## src/include/r24bb_config.svh

```systemverilog
`ifndef R24BB_CONFIG_SVH
`define R24BB_CONFIG_SVH

//////////////////////////////////////////////////
// Data path widths
//////////////////////////////////////////////////
`define R24BB_SAMPLE_W 8   // ADC, DAC and DDS sample
`define R24BB_PHASE_W 32   // DDS accumulator, also the control word
`define R24BB_APB_AW 16    // Page in the top nibble
`define R24BB_APB_DW 32
`define R24BB_PAGE_W 4
`define R24BB_SRC_W 3

// Register pages, offset inside a page is ignored
`define R24BB_PAGE_INA 4'd0
`define R24BB_PAGE_INB 4'd1
`define R24BB_PAGE_OUTA 4'd2
`define R24BB_PAGE_OUTB 4'd3
`define R24BB_PAGE_STATUS 4'd4
`define R24BB_PAGE_DDSA 4'd5
`define R24BB_PAGE_DDSB 4'd6

// DAC source codes, 5..7 also mute
`define R24BB_SRC_INA 3'd0
`define R24BB_SRC_INB 3'd1
`define R24BB_SRC_DDSA 3'd2
`define R24BB_SRC_DDSB 3'd3
`define R24BB_SRC_MUTE 3'd4

`define R24BB_OVR_HOLD 16  // Cycles the overrange flag outlives the raw dor

`endif

```

## src/design/r24bb_pkg.sv

```systemverilog
`default_nettype none

`include "r24bb_config.svh"

package r24bb_pkg;

    // One APB write word, seen either as DDS increment or as channel control
    typedef union packed {
        logic [`R24BB_PHASE_W-1:0] raw;         // DDS phase increment
        struct packed {
            logic [`R24BB_PHASE_W-10:0] rsvd;   // Reads back as zero
            logic [`R24BB_SRC_W-1:0]    src;    // DAC source, out pages only
            logic [2:0]                 led;    // Bit 2 is red
            logic                       amp_en;
            logic [1:0]                 att;
        } chan;
    } ctrl_word_u;

    // One byte of an IO expander word
    // LEDs and attenuator pins are active low, amp enable is not
    function automatic logic [7:0] io_byte(
        input logic [1:0] att,
        input logic       amp_en,
        input logic [2:0] led,
        input logic       red_on    // Overrange forces red LED on
    );
        logic [2:0] led_on;
        led_on = led | {red_on, 2'b00};
        return {2'b00, ~led_on, amp_en, ~att};
    endfunction

endpackage

`default_nettype wire

```

## src/design/r24bb_regs.sv

```systemverilog
`default_nettype none

`include "r24bb_config.svh"

module r24bb_regs import r24bb_pkg::*; (
    input  wire logic                       clk_i,
    input  wire logic                       arst_n_i,

    // APB slave, pready tied high
    input  wire logic [`R24BB_APB_AW-1:0]   paddr_i,
    input  wire logic                       psel_i,
    input  wire logic                       penable_i,
    input  wire logic                       pwrite_i,
    input  wire logic [`R24BB_APB_DW-1:0]   pwdata_i,
    output logic [`R24BB_APB_DW-1:0]        prdata_o,

    // Held overrange flags for the status page
    input  wire logic                       ovr_a_i,
    input  wire logic                       ovr_b_i,

    output logic [1:0]                      ina_att_o,
    output logic                            ina_amp_en_o,
    output logic [2:0]                      ina_led_o,
    output logic [1:0]                      inb_att_o,
    output logic                            inb_amp_en_o,
    output logic [2:0]                      inb_led_o,
    output logic [1:0]                      outa_att_o,
    output logic                            outa_amp_en_o,
    output logic [2:0]                      outa_led_o,
    output logic [1:0]                      outb_att_o,
    output logic                            outb_amp_en_o,
    output logic [2:0]                      outb_led_o,
    output logic [`R24BB_SRC_W-1:0]         outa_src_o,
    output logic [`R24BB_SRC_W-1:0]         outb_src_o,

    output logic [`R24BB_PHASE_W-1:0]       ddsa_inc_o,
    output logic [`R24BB_PHASE_W-1:0]       ddsb_inc_o
);

    ctrl_word_u wdata;                          // pwdata, both views
    ctrl_word_u ina_q, inb_q, outa_q, outb_q;   // Channel control words
    logic [`R24BB_PHASE_W-1:0] ddsa_q, ddsb_q;  // DDS increments
    logic [`R24BB_PAGE_W-1:0]  page;
    logic                      access;          // APB access phase
    logic [`R24BB_APB_DW-1:0]  rdata;

    // Keeps only the defined control fields, src only on output pages
    function automatic ctrl_word_u chan_fields(input ctrl_word_u w, input logic keep_src);
        ctrl_word_u r;
        r = '0;
        r.chan.att    = w.chan.att;
        r.chan.amp_en = w.chan.amp_en;
        r.chan.led    = w.chan.led;
        r.chan.src    = keep_src ? w.chan.src : '0;
        return r;
    endfunction

    assign wdata.raw = pwdata_i;
    assign page      = paddr_i[`R24BB_APB_AW-1 -: `R24BB_PAGE_W];  // Top nibble
    assign access    = psel_i && penable_i;

    //////////////////////////////////////////////////
    // Register writes
    //////////////////////////////////////////////////
    always_ff @(posedge clk_i or negedge arst_n_i) begin
        if (!arst_n_i) begin
            ina_q  <= '0;
            inb_q  <= '0;
            outa_q <= '0;  // src 0 selects ina
            outb_q <= '0;
            ddsa_q <= '0;
            ddsb_q <= '0;
        end else if (access && pwrite_i) begin  // Takes effect at end of access
            case (page)
                `R24BB_PAGE_INA:  ina_q  <= chan_fields(wdata, 1'b0);
                `R24BB_PAGE_INB:  inb_q  <= chan_fields(wdata, 1'b0);
                `R24BB_PAGE_OUTA: outa_q <= chan_fields(wdata, 1'b1);
                `R24BB_PAGE_OUTB: outb_q <= chan_fields(wdata, 1'b1);
                `R24BB_PAGE_DDSA: ddsa_q <= wdata.raw;
                `R24BB_PAGE_DDSB: ddsb_q <= wdata.raw;
                default: ;       // Status page is read only
            endcase
        end
    end

    // Readback mux, combinational in the access phase
    always_comb begin
        rdata = '0;
        if (access) begin
            case (page)
                `R24BB_PAGE_INA:    rdata = ina_q.raw;
                `R24BB_PAGE_INB:    rdata = inb_q.raw;
                `R24BB_PAGE_OUTA:   rdata = outa_q.raw;
                `R24BB_PAGE_OUTB:   rdata = outb_q.raw;
                `R24BB_PAGE_STATUS: rdata = {{(`R24BB_APB_DW-2){1'b0}}, ovr_b_i, ovr_a_i};
                `R24BB_PAGE_DDSA:   rdata = ddsa_q;
                `R24BB_PAGE_DDSB:   rdata = ddsb_q;
                default:            rdata = '0;   // Unused pages
            endcase
        end
    end

    assign prdata_o = rdata;

    // Field fan-out
    assign ina_att_o     = ina_q.chan.att;
    assign ina_amp_en_o  = ina_q.chan.amp_en;
    assign ina_led_o     = ina_q.chan.led;
    assign inb_att_o     = inb_q.chan.att;
    assign inb_amp_en_o  = inb_q.chan.amp_en;
    assign inb_led_o     = inb_q.chan.led;
    assign outa_att_o    = outa_q.chan.att;
    assign outa_amp_en_o = outa_q.chan.amp_en;
    assign outa_led_o    = outa_q.chan.led;
    assign outb_att_o    = outb_q.chan.att;
    assign outb_amp_en_o = outb_q.chan.amp_en;
    assign outb_led_o    = outb_q.chan.led;
    assign outa_src_o    = outa_q.chan.src;
    assign outb_src_o    = outb_q.chan.src;
    assign ddsa_inc_o    = ddsa_q;
    assign ddsb_inc_o    = ddsb_q;

endmodule

`default_nettype wire

```

## src/design/adc_capture.sv

```systemverilog
`default_nettype none

`include "r24bb_config.svh"

module adc_capture import r24bb_pkg::*; (
    input  wire logic                         clk_i,
    input  wire logic                         arst_n_i,

    // ADC pins, one word per clock
    input  wire logic [`R24BB_SAMPLE_W-1:0]   adc_a_i,
    input  wire logic                         dor_a_i,
    input  wire logic [`R24BB_SAMPLE_W-1:0]   adc_b_i,
    input  wire logic                         dor_b_i,

    // Front-end control from the register bank
    input  wire logic [1:0]                   ina_att_i,
    input  wire logic                         ina_amp_en_i,
    input  wire logic [2:0]                   ina_led_i,
    input  wire logic [1:0]                   inb_att_i,
    input  wire logic                         inb_amp_en_i,
    input  wire logic [2:0]                   inb_led_i,

    output logic [`R24BB_SAMPLE_W-1:0]        ina_data_o,
    output logic [`R24BB_SAMPLE_W-1:0]        inb_data_o,
    output logic                              ovr_a_o,     // Held overrange
    output logic                              ovr_b_o,
    output logic [15:0]                       adc_io_o     // IO expander word
);

    localparam int HOLD_W = $clog2(`R24BB_OVR_HOLD + 1);
    localparam logic [HOLD_W-1:0] HOLD_INIT = HOLD_W'(`R24BB_OVR_HOLD);

    logic [1:0]             dor_raw;
    logic [1:0][HOLD_W-1:0] hold_cnt;   // Index 0 is channel a

    assign dor_raw = {dor_b_i, dor_a_i};

    //////////////////////////////////////////////////
    // Sample capture and overrange stretch
    //////////////////////////////////////////////////
    always_ff @(posedge clk_i or negedge arst_n_i) begin
        if (!arst_n_i) begin
            ina_data_o <= '0;
            inb_data_o <= '0;
            hold_cnt   <= '0;
        end else begin
            ina_data_o <= adc_a_i;  // One cycle pin to sample
            inb_data_o <= adc_b_i;
            for (int i = 0; i < 2; i++) begin
                if (dor_raw[i])
                    hold_cnt[i] <= HOLD_INIT;          // Retrigger on every dor
                else if (hold_cnt[i] != '0)
                    hold_cnt[i] <= hold_cnt[i] - 1'b1;
            end
        end
    end

    assign ovr_a_o = (hold_cnt[0] != '0);
    assign ovr_b_o = (hold_cnt[1] != '0);

    // Expander word, inb byte on top, red LED lit while flag held
    always_ff @(posedge clk_i or negedge arst_n_i) begin
        if (!arst_n_i)
            adc_io_o <= '0;
        else
            adc_io_o <= {io_byte(inb_att_i, inb_amp_en_i, inb_led_i, ovr_b_o),
                         io_byte(ina_att_i, ina_amp_en_i, ina_led_i, ovr_a_o)};
    end

endmodule

`default_nettype wire

```

## src/design/dds_gen.sv

```systemverilog
`default_nettype none

`include "r24bb_config.svh"

// Sawtooth DDS
// Phase wraps naturally at 2^PHASE_W, so output period is 2^PHASE_W / inc cycles
module dds_gen (
    input  wire logic                        clk_i,
    input  wire logic                        arst_n_i,
    input  wire logic [`R24BB_PHASE_W-1:0]   inc_i,      // Phase step per clock
    output logic [`R24BB_SAMPLE_W-1:0]       sample_o    // Two's complement
);

    localparam int PW = `R24BB_PHASE_W;
    localparam int SW = `R24BB_SAMPLE_W;

    logic [PW-1:0] phase_q;  // Accumulator
    logic [PW-1:0] phase_d;

    //////////////////////////////////////////////////
    // Phase accumulator
    //////////////////////////////////////////////////

    // Modulo add, carry out dropped on purpose
    assign phase_d = phase_q + inc_i;

    always_ff @(posedge clk_i or negedge arst_n_i) begin
        if (!arst_n_i)
            phase_q <= '0;   // Starts at phase zero
        else
            phase_q <= phase_d;  // Advance every clock, no enable
    end

    //////////////////////////////////////////////////
    // Waveform
    //////////////////////////////////////////////////

    // Top byte of phase is the ramp
    // 0x00..0x7F positive half, 0x80..0xFF negative half when read signed
    // Step between samples is inc[PW-1 -: SW] when the low bits of inc are zero
    assign sample_o = phase_q[PW-1 -: SW];

endmodule

`default_nettype wire

```

## src/design/dac_output.sv

```systemverilog
`default_nettype none

`include "r24bb_config.svh"

module dac_output import r24bb_pkg::*; (
    input  wire logic                         clk_i,
    input  wire logic                         arst_n_i,

    // Candidate sources
    input  wire logic [`R24BB_SAMPLE_W-1:0]   ina_data_i,
    input  wire logic [`R24BB_SAMPLE_W-1:0]   inb_data_i,
    input  wire logic [`R24BB_SAMPLE_W-1:0]   ddsa_data_i,
    input  wire logic [`R24BB_SAMPLE_W-1:0]   ddsb_data_i,

    input  wire logic [`R24BB_SRC_W-1:0]      outa_src_i,
    input  wire logic [`R24BB_SRC_W-1:0]      outb_src_i,

    // Back-end control from the register bank
    input  wire logic [1:0]                   outa_att_i,
    input  wire logic                         outa_amp_en_i,
    input  wire logic [2:0]                   outa_led_i,
    input  wire logic [1:0]                   outb_att_i,
    input  wire logic                         outb_amp_en_i,
    input  wire logic [2:0]                   outb_led_i,

    output logic [`R24BB_SAMPLE_W-1:0]        dac_a_o,
    output logic [`R24BB_SAMPLE_W-1:0]        dac_b_o,
    output logic [15:0]                       dac_io_o     // IO expander word
);

    logic [`R24BB_SAMPLE_W-1:0] dac_a_d;
    logic [`R24BB_SAMPLE_W-1:0] dac_b_d;

    // Source multiplexer, shared by both channels
    function automatic logic [`R24BB_SAMPLE_W-1:0] src_mux(
        input logic [`R24BB_SRC_W-1:0]    src,
        input logic [`R24BB_SAMPLE_W-1:0] ina,
        input logic [`R24BB_SAMPLE_W-1:0] inb,
        input logic [`R24BB_SAMPLE_W-1:0] ddsa,
        input logic [`R24BB_SAMPLE_W-1:0] ddsb
    );
        case (src)
            `R24BB_SRC_INA:  return ina;
            `R24BB_SRC_INB:  return inb;
            `R24BB_SRC_DDSA: return ddsa;
            `R24BB_SRC_DDSB: return ddsb;
            `R24BB_SRC_MUTE: return '0;
            default:         return '0;   // 5..7 mute as well
        endcase
    endfunction

    assign dac_a_d = src_mux(outa_src_i, ina_data_i, inb_data_i, ddsa_data_i, ddsb_data_i);
    assign dac_b_d = src_mux(outb_src_i, ina_data_i, inb_data_i, ddsa_data_i, ddsb_data_i);

    //////////////////////////////////////////////////
    // DAC output registers
    //////////////////////////////////////////////////
    always_ff @(posedge clk_i or negedge arst_n_i) begin
        if (!arst_n_i) begin
            dac_a_o <= '0;
            dac_b_o <= '0;
        end else begin
            dac_a_o <= dac_a_d;   // Second stage of ADC to DAC path
            dac_b_o <= dac_b_d;
        end
    end

    // Expander word, outb byte on top, no overrange forcing on outputs
    always_ff @(posedge clk_i or negedge arst_n_i) begin
        if (!arst_n_i)
            dac_io_o <= '0;
        else
            dac_io_o <= {io_byte(outb_att_i, outb_amp_en_i, outb_led_i, 1'b0),
                         io_byte(outa_att_i, outa_amp_en_i, outa_led_i, 1'b0)};
    end

endmodule

`default_nettype wire

```

## src/design/r24bb_top.sv

```systemverilog
`default_nettype none

`include "r24bb_config.svh"

module r24bb_top (
    input  wire logic                         clk_i,
    input  wire logic                         arst_n_i,

    // APB from the host
    input  wire logic [`R24BB_APB_AW-1:0]     paddr_i,
    input  wire logic                         psel_i,
    input  wire logic                         penable_i,
    input  wire logic                         pwrite_i,
    input  wire logic [`R24BB_APB_DW-1:0]     pwdata_i,
    output logic [`R24BB_APB_DW-1:0]          prdata_o,

    // ADC pins
    input  wire logic [`R24BB_SAMPLE_W-1:0]   adc_a_i,
    input  wire logic                         dor_a_i,
    input  wire logic [`R24BB_SAMPLE_W-1:0]   adc_b_i,
    input  wire logic                         dor_b_i,

    // DAC pins and expander words
    output logic [`R24BB_SAMPLE_W-1:0]        dac_a_o,
    output logic [`R24BB_SAMPLE_W-1:0]        dac_b_o,
    output logic [15:0]                       adc_io_o,
    output logic [15:0]                       dac_io_o
);

    // Channel control
    logic [1:0] ina_att, inb_att, outa_att, outb_att;
    logic       ina_amp_en, inb_amp_en, outa_amp_en, outb_amp_en;
    logic [2:0] ina_led, inb_led, outa_led, outb_led;
    logic [`R24BB_SRC_W-1:0]   outa_src, outb_src;
    logic [`R24BB_PHASE_W-1:0] ddsa_inc, ddsb_inc;

    // Sample paths
    logic [`R24BB_SAMPLE_W-1:0] ina_data, inb_data, ddsa_data, ddsb_data;
    logic ovr_a, ovr_b;

    r24bb_regs regs_inst (
        .clk_i, .arst_n_i,
        .paddr_i, .psel_i, .penable_i, .pwrite_i, .pwdata_i, .prdata_o,
        .ovr_a_i(ovr_a), .ovr_b_i(ovr_b),
        .ina_att_o(ina_att), .ina_amp_en_o(ina_amp_en), .ina_led_o(ina_led),
        .inb_att_o(inb_att), .inb_amp_en_o(inb_amp_en), .inb_led_o(inb_led),
        .outa_att_o(outa_att), .outa_amp_en_o(outa_amp_en), .outa_led_o(outa_led),
        .outb_att_o(outb_att), .outb_amp_en_o(outb_amp_en), .outb_led_o(outb_led),
        .outa_src_o(outa_src), .outb_src_o(outb_src),
        .ddsa_inc_o(ddsa_inc), .ddsb_inc_o(ddsb_inc)
    );

    adc_capture adc_inst (
        .clk_i, .arst_n_i,
        .adc_a_i, .dor_a_i, .adc_b_i, .dor_b_i,
        .ina_att_i(ina_att), .ina_amp_en_i(ina_amp_en), .ina_led_i(ina_led),
        .inb_att_i(inb_att), .inb_amp_en_i(inb_amp_en), .inb_led_i(inb_led),
        .ina_data_o(ina_data), .inb_data_o(inb_data),
        .ovr_a_o(ovr_a), .ovr_b_o(ovr_b),
        .adc_io_o
    );

    dds_gen ddsa (.clk_i, .arst_n_i, .inc_i(ddsa_inc), .sample_o(ddsa_data));
    dds_gen ddsb (.clk_i, .arst_n_i, .inc_i(ddsb_inc), .sample_o(ddsb_data));

    dac_output dac_inst (
        .clk_i, .arst_n_i,
        .ina_data_i(ina_data), .inb_data_i(inb_data),
        .ddsa_data_i(ddsa_data), .ddsb_data_i(ddsb_data),
        .outa_src_i(outa_src), .outb_src_i(outb_src),
        .outa_att_i(outa_att), .outa_amp_en_i(outa_amp_en), .outa_led_i(outa_led),
        .outb_att_i(outb_att), .outb_amp_en_i(outb_amp_en), .outb_led_i(outb_led),
        .dac_a_o, .dac_b_o,
        .dac_io_o
    );

endmodule

`default_nettype wire

```

## config.mk

```make
export PLATFORM = sky130hd
export DESIGN_NAME = r24bb_top
export DESIGN_NICKNAME = d
export VERILOG_FILES = /design/src/design/r24bb_pkg.sv /design/src/design/r24bb_regs.sv /design/src/design/adc_capture.sv /design/src/design/dds_gen.sv /design/src/design/dac_output.sv /design/src/design/r24bb_top.sv
export VERILOG_INCLUDE_DIRS = /design/src /design/src/include
export SDC_FILE = /design/constraint.sdc
export NUM_CORES = 1
export LEC_CHECK = 0
export ABC_AREA = 1
export BUFFER_PORTS_ARGS = -buffer_cell sky130_fd_sc_hd__buf_2
export CAP_MARGIN = 20
export CORE_MARGIN = 3
export CORE_UTILIZATION = 60
export DETAILED_ROUTE_END_ITERATION = 6
export PLACE_DENSITY = 0.9
export SLEW_MARGIN = 20
export SYNTH_ARGS = -nofsm -noshare
export SYNTH_HDL_FRONTEND = slang
export SYNTH_SLANG_ARGS = --single-unit
```

## constraint.sdc

```tcl
create_clock -name clk_i -period 3.6 [get_ports clk_i]
set_clock_uncertainty 0.05 [all_clocks]
set_input_delay 0 -clock clk_i [delete_from_list [all_inputs] [get_ports clk_i]]
set_output_delay 0 -clock clk_i [all_outputs]
set_load 0.02 [all_outputs]
```

==> results of run 1 <==
cells by family after synthesis:
logic type,Yosys count,share of synthesized area
and+or+nand+nor,887,0.275
buffers and inverters,354,0.109
DFF,224,0.434
AOI/OAI and AO/OA,214,0.0929
adders and majority gates,68,0.0671
xor gates and xnor gates,32,0.0217
other,1,0.000291
per-stage QoR:
step	area [sq um]	power, mW
after CTS	15100	9.99
final	15100	10.2
after floorplan	12900	6.36
after global routing	15100	10.8
after global placement	13800	7.21
after detailed placement	13800	7.42
metal layers:
layer,global-route usage,part of all wire
met2,0.542,0.47
met3,0.0596,0.10
met5,0,0.00034
met1,0.427,0.37
met4,0.165,0.059
synthesized netlist by cell type, drive strengths merged:
| master | count |
|---|---|
| a211oi | 1 |
| a21o | 2 |
| a21oi | 70 |
| a22oi | 11 |
| a31oi | 4 |
| a41oi | 3 |
| buf | 30 |
| clkbuf | 3 |
| clkinv | 1 |
| conb | 1 |
| dfrtp | 224 |
| fa | 2 |
| ha | 66 |
| inv | 320 |
| nand2 | 689 |
| nand3 | 62 |
| nand4 | 10 |
| nor2 | 106 |
| nor3 | 16 |
| nor4 | 4 |
| o2111ai | 2 |
| o211ai | 2 |
| o21ai | 98 |
| o21bai | 4 |
| o221ai | 11 |
| o22ai | 2 |
| o31ai | 4 |
| xnor2 | 2 |
| xor2 | 30 |
worst max-delay path, cell delays in order, from the launching register on:
cell and delay, ns:
dfrtp_1 0.43, ha_1 0.26, fa_1 0.47, nand3_1 0.12, nand3_1 0.10, nand2_1 0.08, nand2_1 0.11, nand2_1 0.09
nand2_1 0.12, nand2_1 0.11, nand2_1 0.06, nand2_1 0.05, nand2_1 0.04
power by group through the flow:
stage                     logic [mW]  clock network [mW]  registers, mW
final                           3.96                2.53           3.69
after global routing            4.47                2.64           3.73
after CTS                       3.86                2.50           3.64
after detailed placement        3.75                   0           3.67
after global placement          3.58                   0           3.64
after floorplan                 2.75                   0           3.61
registers in the layout, indices dropped and copies added (netlist names):
register / cells
adc_inst.adc_io_o: 12
ddsa.phase_q: 32
regs_inst.outa_q: 9
regs_inst.ddsa_inc_o: 32
adc_inst.inb_data_o: 8
regs_inst.ina_q: 6
dac_inst.dac_io_o: 12
dac_inst.dac_b_o: 8
adc_inst.ina_data_o: 8
regs_inst.inb_q: 6
regs_inst.outb_q: 9
regs_inst.ddsb_inc_o: 32
dac_inst.dac_a_o: 8
ddsb.phase_q: 32
adc_inst.hold_cnt: 10
worst max-delay path by stage:
| stage | slack [ns] | end | cells past startpoint | from |
|---|---|---|---|---|
| floorplan | 1.73 | ddsa.phase_q[28] | 12 | regs_inst.ddsa_inc_o[0] |
| global placement | 1.45 | regs_inst.ddsa_inc_o[20] | 8 | paddr_i[14] |
| detailed placement | 1.29 | regs_inst.ddsa_inc_o[16] | 8 | paddr_i[14] |
| CTS | 1.40 | ddsb.phase_q[20] | 12 | regs_inst.ddsb_inc_o[0] |
| global route | 1.21 | ddsb.phase_q[20] | 12 | regs_inst.ddsb_inc_o[0] |
| finish | 1.39 | ddsb.phase_q[20] | 12 | regs_inst.ddsb_inc_o[0] |
area by class of cell:
| type | instances | area, sq um | share of cell area |
|---|---|---|---|
| clock buffer | 33 | 696 | 0.0462 |
| clock inverter | 7 | 88.8 | 0.00590 |
| inverter | 321 | 1210 | 0.0800 |
| multi-input combinational | 1209 | 5920 | 0.393 |
| sequential | 224 | 5610 | 0.372 |
| tap | 275 | 344 | 0.0228 |
| timing repair buffer | 184 | 1210 | 0.0800 |
timing repair:
| action | CTS | global route |
|---|---|---|
| hold buffers | 51 | 0 |
| setup buffers | 0 | 0 |
| hold endpoints to repair | 197 | 0 |
==> run_results.csv, run 1 <==
group,metric,value,unit
critical_path,cp_max_fo,4,
logic_synthesis,syn-mean-instance-area,7.25,sq um
timing,final_hold_viol_count,1,
drt,final_antenna_net_count,0,
power,power.switching,4.17,mW
timing,fin_hold_ws,-0.00205,ns
cells_and_area,final_cell_mix,"nand2_1 (682), inv_1 (314), dfrtp_1 (224)",
place,hpwl,25600,microns
status,violations,"negative hold slack",
floorplan,fp.dieH,153,microns
power,combPwrFrac,0.389,
floorplan,initial_core_util,0.612,
power,power_density,676,nW/um^2
logic_synthesis,synth_cells,1780,
power,intPower,6.02,mW
cells_and_area,layout-drive-gt1-share,0.0981,
global_routing,grt_pass1_wl,63300,microns
critical_path,critPathKind,"flop to flop",
timing,slew_violations,0,
floorplan,core_region_area,21100,sq um
drt,finalWirelength,38800,microns
place,gp_congestion,0.946,
place,place_inst,2162,
critical_path,required,3.97,ns
drt,drc,0,
timing,worst_pin_slew,0.718,ns
drt,firstDrtPassIters,6,
logic_synthesis,synth_top_area_frac,0.434,
clock_tree,cts_resized,0,
global_routing,grtUsageTotal,0.331,
power,seqPwrFrac,0.362,
logic_synthesis,yosys_warnings,0,
floorplan,io_pins,151,
clock_tree,clock_latency,0.53,ns
timing,finalWorstSetupSlack,1.39,ns
place,place_ws,1.29,ns
critical_path,worstPathArrival,2.58,ns
global_routing,antenna_found_initial,1,
clock_tree,ctsHtreeMaxLevel,1,
timing,setup_tns,0,ns
power,ir_worst_vdd,446,uV
clock_tree,cts_buffers,24,
logic_synthesis,ys_types,39,
critical_path,start_kind,"flop",
global_routing,grt_pass1_vias,12700,
timing,setup_violations,0,
clock_tree,tritoncts,"done",
place,numPortBuffers,130,
floorplan,rows,53,
power,switching_share,0.409,
cells_and_area,final_nets,2103,
drt,vias,12800,
timing,rsz0062_at_grt,"false",
power,leakagePower,8.57,nW
timing,period_needed,2.21,ns
clock_tree,clockBufferDepth,3,
power,pwr-share-clk,0.249,
cells_and_area,final_common_cell,"nand2_1",
drt,via_per_inst,5.68,
critical_path,rr_startpoint,"regs_inst.ddsb_inc_o[0]",
critical_path,r2r-end,"ddsb.phase_q[20]",
critical_path,rr_worst_depth,12,
status,status,"finished with violations",
floorplan,die_area,23300,sq um
global_routing,overflow,0,
drt,first_iter_violations,1619,
cells_and_area,fin_cells,2253,
critical_path,endpoint_kind,"flop",
hold_path,hold_path.class,"primary input to async pin",
critical_path,reg2reg_slack,1.39,ns
timing,slew_headroom,0.522,
logic_synthesis,ys_ff_latch,224,
logic_synthesis,netlist_area,12900,sq um
floorplan,die_x,153,microns
cells_and_area,antenna_cells,0,
clock_tree,root_buffer,"clkbuf_16",
clock_tree,cts_sinks,224,
flow_run,cap_violations,0,
cells_and_area,fillCellCount,1486,
clock_tree,path_clk_slew,0.06,ns
cells_and_area,post-route-util,0.715,
cells_and_area,syn_to_final_growth,16.8,%
logic_synthesis,yosysSeqAreaShare,0.434,
timing,fin_crit_sh,0.614,
logic_synthesis,yosys.area.top_type,"dfrtp_1",
drt,wl_per_cell,17.2,microns
global_routing,grt_max_degree,102,
timing,fmax,453,MHz
logic_synthesis,netlist_top_cells_area,"dfrtp_1 (43%), nand2_1 (20%), inv_1 (9.1%)",
No activity file was read; power rests on OpenSTA's default activity.
==> run 2, diff against run 1 <==
- CORE_UTILIZATION: 60 -> 59
- PLACE_DENSITY: 0.9 -> 0.89
- clock period: 3.6 -> 2.05 ns (I/O delays scaled with it)
==> run_results.csv, run 2 (synthesis results as in run 1) <==
group,metric,value,unit
status,violations,"design-rule violations, negative hold slack",
global_routing,grt_max_degree,70,
drt,finalWirelength,38700,microns
drt,drc,1,
cells_and_area,final_common_cell,"nand2_1",
clock_tree,ctsHtreeMaxLevel,1,
clock_tree,cts_sinks,224,
timing,fin_crit_sh,0.963,
floorplan,core_region_area,21300,sq um
floorplan,io_pins,151,
power,leakagePower,8.62,nW
place,gp_congestion,0.964,
power,intPower,10.7,mW
clock_tree,clock_latency,0.52,ns
global_routing,antenna_found_initial,0,
power,power_density,1180,nW/um^2
cells_and_area,seq_area,5610,sq um
timing,fin_hold_ws,-0.000814,ns
clock_tree,tritoncts,"done",
place,hpwl,26900,microns
cells_and_area,post-route-util,0.722,
critical_path,start_kind,"flop",
global_routing,grt-busiest-layer,"met2",
cells_and_area,antenna_cells,0,
floorplan,initial_core_util,0.606,
cells_and_area,syn_to_final_growth,19.2,%
floorplan,rows,53,
cells_and_area,final_cell_mix,"nand2_1 (670), inv_1 (312), dfrtp_1 (224)",
global_routing,grt_use_met3,0.0633,
power,switching_share,0.411,
power,total_power,18.1,mW
critical_path,r2r-end,"ddsb.phase_q[24]",
status,status,"finished with violations",
drt,via_per_inst,5.55,
critical_path,rr_startpoint,"regs_inst.ddsb_inc_o[23]",
place,numPortBuffers,130,
timing,slew_headroom,0.543,
timing,worst_pin_slew,0.685,ns
drt,firstDrtPassIters,7,
power,power.switching,7.46,mW
critical_path,reg2reg_slack,0.10,ns
timing,slew_violations,0,
power,seqPwrFrac,0.361,
critical_path,worstPathArrival,1.92,ns
critical_path,required,2.00,ns
critical_path,critPathKind,"flop to output pin",
critical_path,cp_max_fo,4,
clock_tree,path_clk_slew,0.06,ns
clock_tree,clockBufferDepth,3,
cells_and_area,layout-drive-gt1-share,0.120,
global_routing,grt_pass1_vias,12000,
global_routing,grt_pass1_wl,61300,microns
floorplan,fp.dieH,154,microns
power,ir_worst_vdd,697,uV
global_routing,overflow,0,
place,place_ws,0.0225,ns
hold_path,hold_path.class,"primary input to async pin",
global_routing,grtUsageTotal,0.320,
cells_and_area,final_nets,2116,
flow_run,cap_violations,0,
floorplan,die_area,23700,sq um
drt,final_antenna_net_count,0,
timing,final_hold_viol_count,2,
cells_and_area,fillCellCount,1488,
timing,period_needed,1.97,ns
power,pwr-share-clk,0.235,
critical_path,rr_worst_depth,9,
timing,finalWorstSetupSlack,0.0766,ns
drt,first_iter_violations,1505,
drt,wl_per_cell,17.0,microns
timing,fmax,507,MHz
critical_path,endpoint_kind,"output pin",
timing,setup_tns,0,ns
drt,vias,12600,
clock_tree,root_buffer,"clkbuf_16",
cells_and_area,multiInputGateArea,6100,sq um
clock_tree,cts_buffers,24,
floorplan,die_x,154,microns
power,combPwrFrac,0.404,
global_routing,grt_use_met2,0.527,
timing,setup_violations,0,
global_routing,use_met1,0.415,
==> run 2: cell types whose count changed in the layout (fill, tap and decap cells not counted), moves of 2 or more <==
cell | before | now
inv_1 | 314 | 312
buf_4 | 2 | 12
nand2_1 | 682 | 670
nand2_2 | 4 | 17
inv_2 | 6 | 8
ha_1 | 66 | 53
nor2_4 | 2 | 4
buf_12 | 1 | 5
clkbuf_1 | 4 | 6
ha_4 | 0 | 9
ha_2 | 0 | 4
nor2_1 | 101 | 99
==> run 2: per-stage QoR <==
| step | std cells | cell area (sq um) |
|---|---|---|
| floorplan | 1787 | 12900 |
| global placement | 2169 | 13900 |
| detailed placement | 2169 | 13900 |
| CTS | 2263 | 15200 |
| global route | 2268 | 15400 |
| finish | 2268 | 15400 |
==> run 2: final cells by class <==
cell class | count | share of cell area
well taps | 275 | 0.0224
flip-flops and latches | 224 | 0.365
clock buffers | 35 | 0.0457
multi-input cells | 1209 | 0.397
clock inverters | 7 | 0.00407
repair buffers | 197 | 0.0882
inverters | 321 | 0.0785
==> run 2: how the worst max path moves through the flow <==
stage / startpoint / to / cells past startpoint
3_5_place_dp: regs_inst.ddsb_inc_o[0] / ddsb.phase_q[20] / 12
5_1_grt: adc_inst.hold_cnt[1] / prdata_o[0] / 8
4_1_cts: adc_inst.hold_cnt[0] / prdata_o[0] / 8
6_report: adc_inst.hold_cnt[1] / prdata_o[0] / 8
3_3_place_gp: regs_inst.ddsb_inc_o[0] / ddsb.phase_q[28] / 12
2_1_floorplan: regs_inst.ddsa_inc_o[0] / ddsa.phase_q[28] / 12
==> run 2: power groups by stage <==
| stage | sequential (mW) | clock [mW] | combinational, mW |
|---|---|---|---|
| 2_1_floorplan | 6.33 | 0 | 4.84 |
| 3_3_place_gp | 6.40 | 0 | 6.42 |
| 3_5_place_dp | 6.45 | 0 | 6.71 |
| 4_1_cts | 6.41 | 4.28 | 6.88 |
| 5_1_grt | 6.62 | 4.50 | 8.18 |
| 6_report | 6.56 | 4.27 | 7.33 |
==> run 2: worst max-delay path, stage by stage (launching register included) <==
cell	delay, ns
dfrtp_1	0.41
inv_1	0.11
ha_1	0.19
nand2_1	0.10
nor2_4	0.14
nor2_1	0.06
a21oi_1	0.11
a31oi_1	0.11
buf_4	0.18
==> run 2: timing repair <==
action | in CTS | in global routing
setup buffers | 0 | 5
setup endpoints to repair | 3 | 24
hold endpoints to repair | 344 | 0
hold buffers | 52 | 0
pin swaps | 0 | 2
resized for setup | 3 | 34
==> run 2: routing by layer <==
layer / up-vias / share of wire
li1: 5894 / -
met1: 5827 / 0.37
met2: 709 / 0.48
met3: 163 / 0.10
met4: 0 / 0.051
met5: - / 0
==> run 3, diff against run 2 <==
- ABC_AREA: 1 -> unset
- CORE_UTILIZATION: 59 -> 58
- PLACE_DENSITY: 0.89 -> 0.88
==> run_results.csv, run 3 <==
group,metric,value,unit
drt,first_iter_violations,1294,
cells_and_area,final_nets,1555,
floorplan,io_pins,151,
clock_tree,ctsHtreeMaxLevel,1,
cells_and_area,final_cell_mix,"buf_4 (223), dfrtp_1 (221), buf_2 (124)",
floorplan,die_area,21700,sq um
status,violations,"negative setup slack",
hold_path,min_from,"adc_a_i[3]",
clock_tree,cts_buffers,24,
timing,worst_pin_slew,0.767,ns
global_routing,grt_pass1_vias,11800,
logic_synthesis,ys_ff_latch,224,
hold_path,hold_path.class,"primary input to flop",
logic_synthesis,ys_types,88,
drt,final_antenna_net_count,0,
drt,drc,0,
power,ir_worst_vdd,1190,uV
power,power_density,1370,nW/um^2
logic_synthesis,synth_common_cells,"dfrtp_1 (224), mux2_2 (81), nor2_1 (74)",
critical_path,rr_startpoint,"regs_inst.ddsb_inc_o[20]",
timing,period_needed,3.00,ns
timing,fin_crit_sh,1.46,
cells_and_area,layout-drive-gt1-share,0.443,
cells_and_area,final_common_cell,"buf_4",
logic_synthesis,async_reset_ff_frac,1.00,
critical_path,start_kind,"flop",
power,leakagePower,7.96,nW
logic_synthesis,yosys.area.top_type,"dfrtp_1",
clock_tree,clockBufferDepth,3,
clock_tree,cts_sinks,224,
drt,firstDrtPassIters,5,
critical_path,endpoint_kind,"flop",
logic_synthesis,synth_edf_count,0,
critical_path,critPathKind,"flop to flop",
critical_path,cp_max_fo,2,
flow_run,cap_violations,0,
floorplan,fp.dieH,147,microns
global_routing,grtUsageTotal,0.374,
place,place_ws,-0.709,ns
timing,setup_violations,56,
place,hpwl,22400,microns
clock_tree,path_clk_slew,0.07,ns
critical_path,required,2.40,ns
floorplan,die_x,147,microns
logic_synthesis,netlist_area,11600,sq um
place,numPortBuffers,130,
place,gp_congestion,0.974,
global_routing,antenna_found_initial,2,
logic_synthesis,yosysSeqAreaShare,0.483,
floorplan,core_region_area,19500,sq um
logic_synthesis,synth_cells,1014,
timing,slew_violations,0,
clock_tree,clock_latency,0.55,ns
timing,rsz0062_at_grt,"true",
timing,slew_headroom,0.488,
logic_synthesis,synth_top_area_frac,0.483,
timing,fmax,333,MHz
floorplan,rows,51,
logic_synthesis,yosys_warnings,0,
drt,wl_per_cell,27.7,microns
timing,final_hold_viol_count,0,
status,status,"finished with violations",
drt,vias,11400,
logic_synthesis,yosysMostFrequentCell,"dfrtp_1",
logic_synthesis,syn-mean-instance-area,11.4,sq um
drt,via_per_inst,6.74,
logic_synthesis,synth_ff_type,"dfrtp_1",
clock_tree,tritoncts,"done",
global_routing,grt_max_degree,62,
critical_path,worstPathArrival,3.35,ns
clock_tree,root_buffer,"clkbuf_16",
floorplan,initial_core_util,0.594,
global_routing,grt_pass1_wl,63700,microns
cells_and_area,syn_to_final_growth,41.4,%
timing,finalWorstSetupSlack,-0.949,ns
cells_and_area,post-route-util,0.840,
global_routing,overflow,0,
drt,finalWirelength,47000,microns
critical_path,cp-startpoint,"regs_inst.ddsb_inc_o[20]",
logic_synthesis,netlist_top_cells_area,"dfrtp_1 (48%), mux2_2 (7.9%), ha_1 (7.1%)",
-- run 3: cell types whose count changed after synthesis, sizes merged, moves of 13 or more --
cell / change
clkbuf: +30
nand3: -55
xnor2: +36
nand2: -631
mux4: +18
nor2: -32
nor2b: +20
o21ai: -51
buf: -13
inv: -278
mux2: +84
a22oi: +13
a21o: +29
-- run 3: power by group --
part	leakage, nW	internal (mW)	switching, mW
Combinational	4.81	5.24	6.06
Clock	0.393	2.59	1.95
Sequential	2.76	5.63	1.07
-- run 3: final timing paths --
path	endpoint	slack, ns	cells after the start
min reg2reg	dac_inst.dac_io_o[4]	0.41	1
max in group asynchronous	regs_inst.outa_q[6]	0.67	4
min	adc_inst.ina_data_o[3]	0.05	2
max	ddsb.phase_q[31]	-0.95	8
max reg2reg	ddsb.phase_q[31]	-0.95	8
min in group asynchronous	adc_inst.hold_cnt[9]	0.49	3
-- run 3: repair_timing --
item	in CTS	in global routing
endpoints found under the hold margin	344	0
endpoints found under the setup margin	46	54
setup buffers	20	34
pin swaps	34	53
resized for setup	54	67
hold buffers	52	0
-- run 3: worst max-delay path: stages (launching register included) --
cell	delay (ns)
dfrtp_1	0.41
ha_1	0.33
a21oi_1	0.64
nand2_1	0.24
a31oi_2	0.37
a21oi_4	0.15
a2111oi_4	0.40
o41ai_2	0.14
xnor2_1	0.15
-- run 3: layer usage --
metal / wire length (microns) / share of wire / up-vias / global-route usage
met3: 5190 / 0.11 / 450 / 0.0999
met2: 22000 / 0.47 / 1101 / 0.640
met4: 4980 / 0.11 / 0 / 0.274
met1: 14800 / 0.32 / 5438 / 0.400
li1: - / - / 4445 / -
met5: 0 / 0 / - / 0
-- run 3: cells by family after synthesis --
kind of cell             count (synthesis)  synth area share
AND/OR/NAND/NOR                        223            0.0954
AO/OA/AOI/OAI                          241             0.149
multiplexers                           104             0.118
buffers and inverters                   92            0.0328
adder cells (fa/ha/maj)                 68            0.0746
other                                    1          0.000323
XOR/XNOR                                61            0.0461
flip-flops                             224             0.483
-- run 3: area by class of cell --
| type | instances | area [sq um] |
|---|---|---|
| Antenna cell | 2 | 5.00 |
| Clock buffer | 36 | 736 |
| Inverter | 42 | 158 |
| Sequential cell | 224 | 5610 |
| Tap cell | 265 | 332 |
| Timing Repair Buffer | 419 | 3100 |
| Fill cell | 865 | 3130 |
| Clock inverter | 4 | 56.3 |
| Multi-Input combinational cell | 705 | 6400 |
-- run 3: through the flow --
stage / cell area [sq um] / power, mW / TNS, ns / instances / hold WS, ns
finish: 16400 / 22.5 / -28.60 / 1697 / 0.0489
global route: 16400 / 23.2 / -30.85 / 1696 / 0.0555
CTS: 15800 / 20.2 / -17.81 / 1666 / 0.0460
detailed placement: 14100 / 14.9 / -16.15 / 1557 / -0.0757
global placement: 14100 / 14.4 / -12.79 / 1557 / -0.0779
floorplan: 11800 / 11.5 / -7.38 / 1021 / -0.346
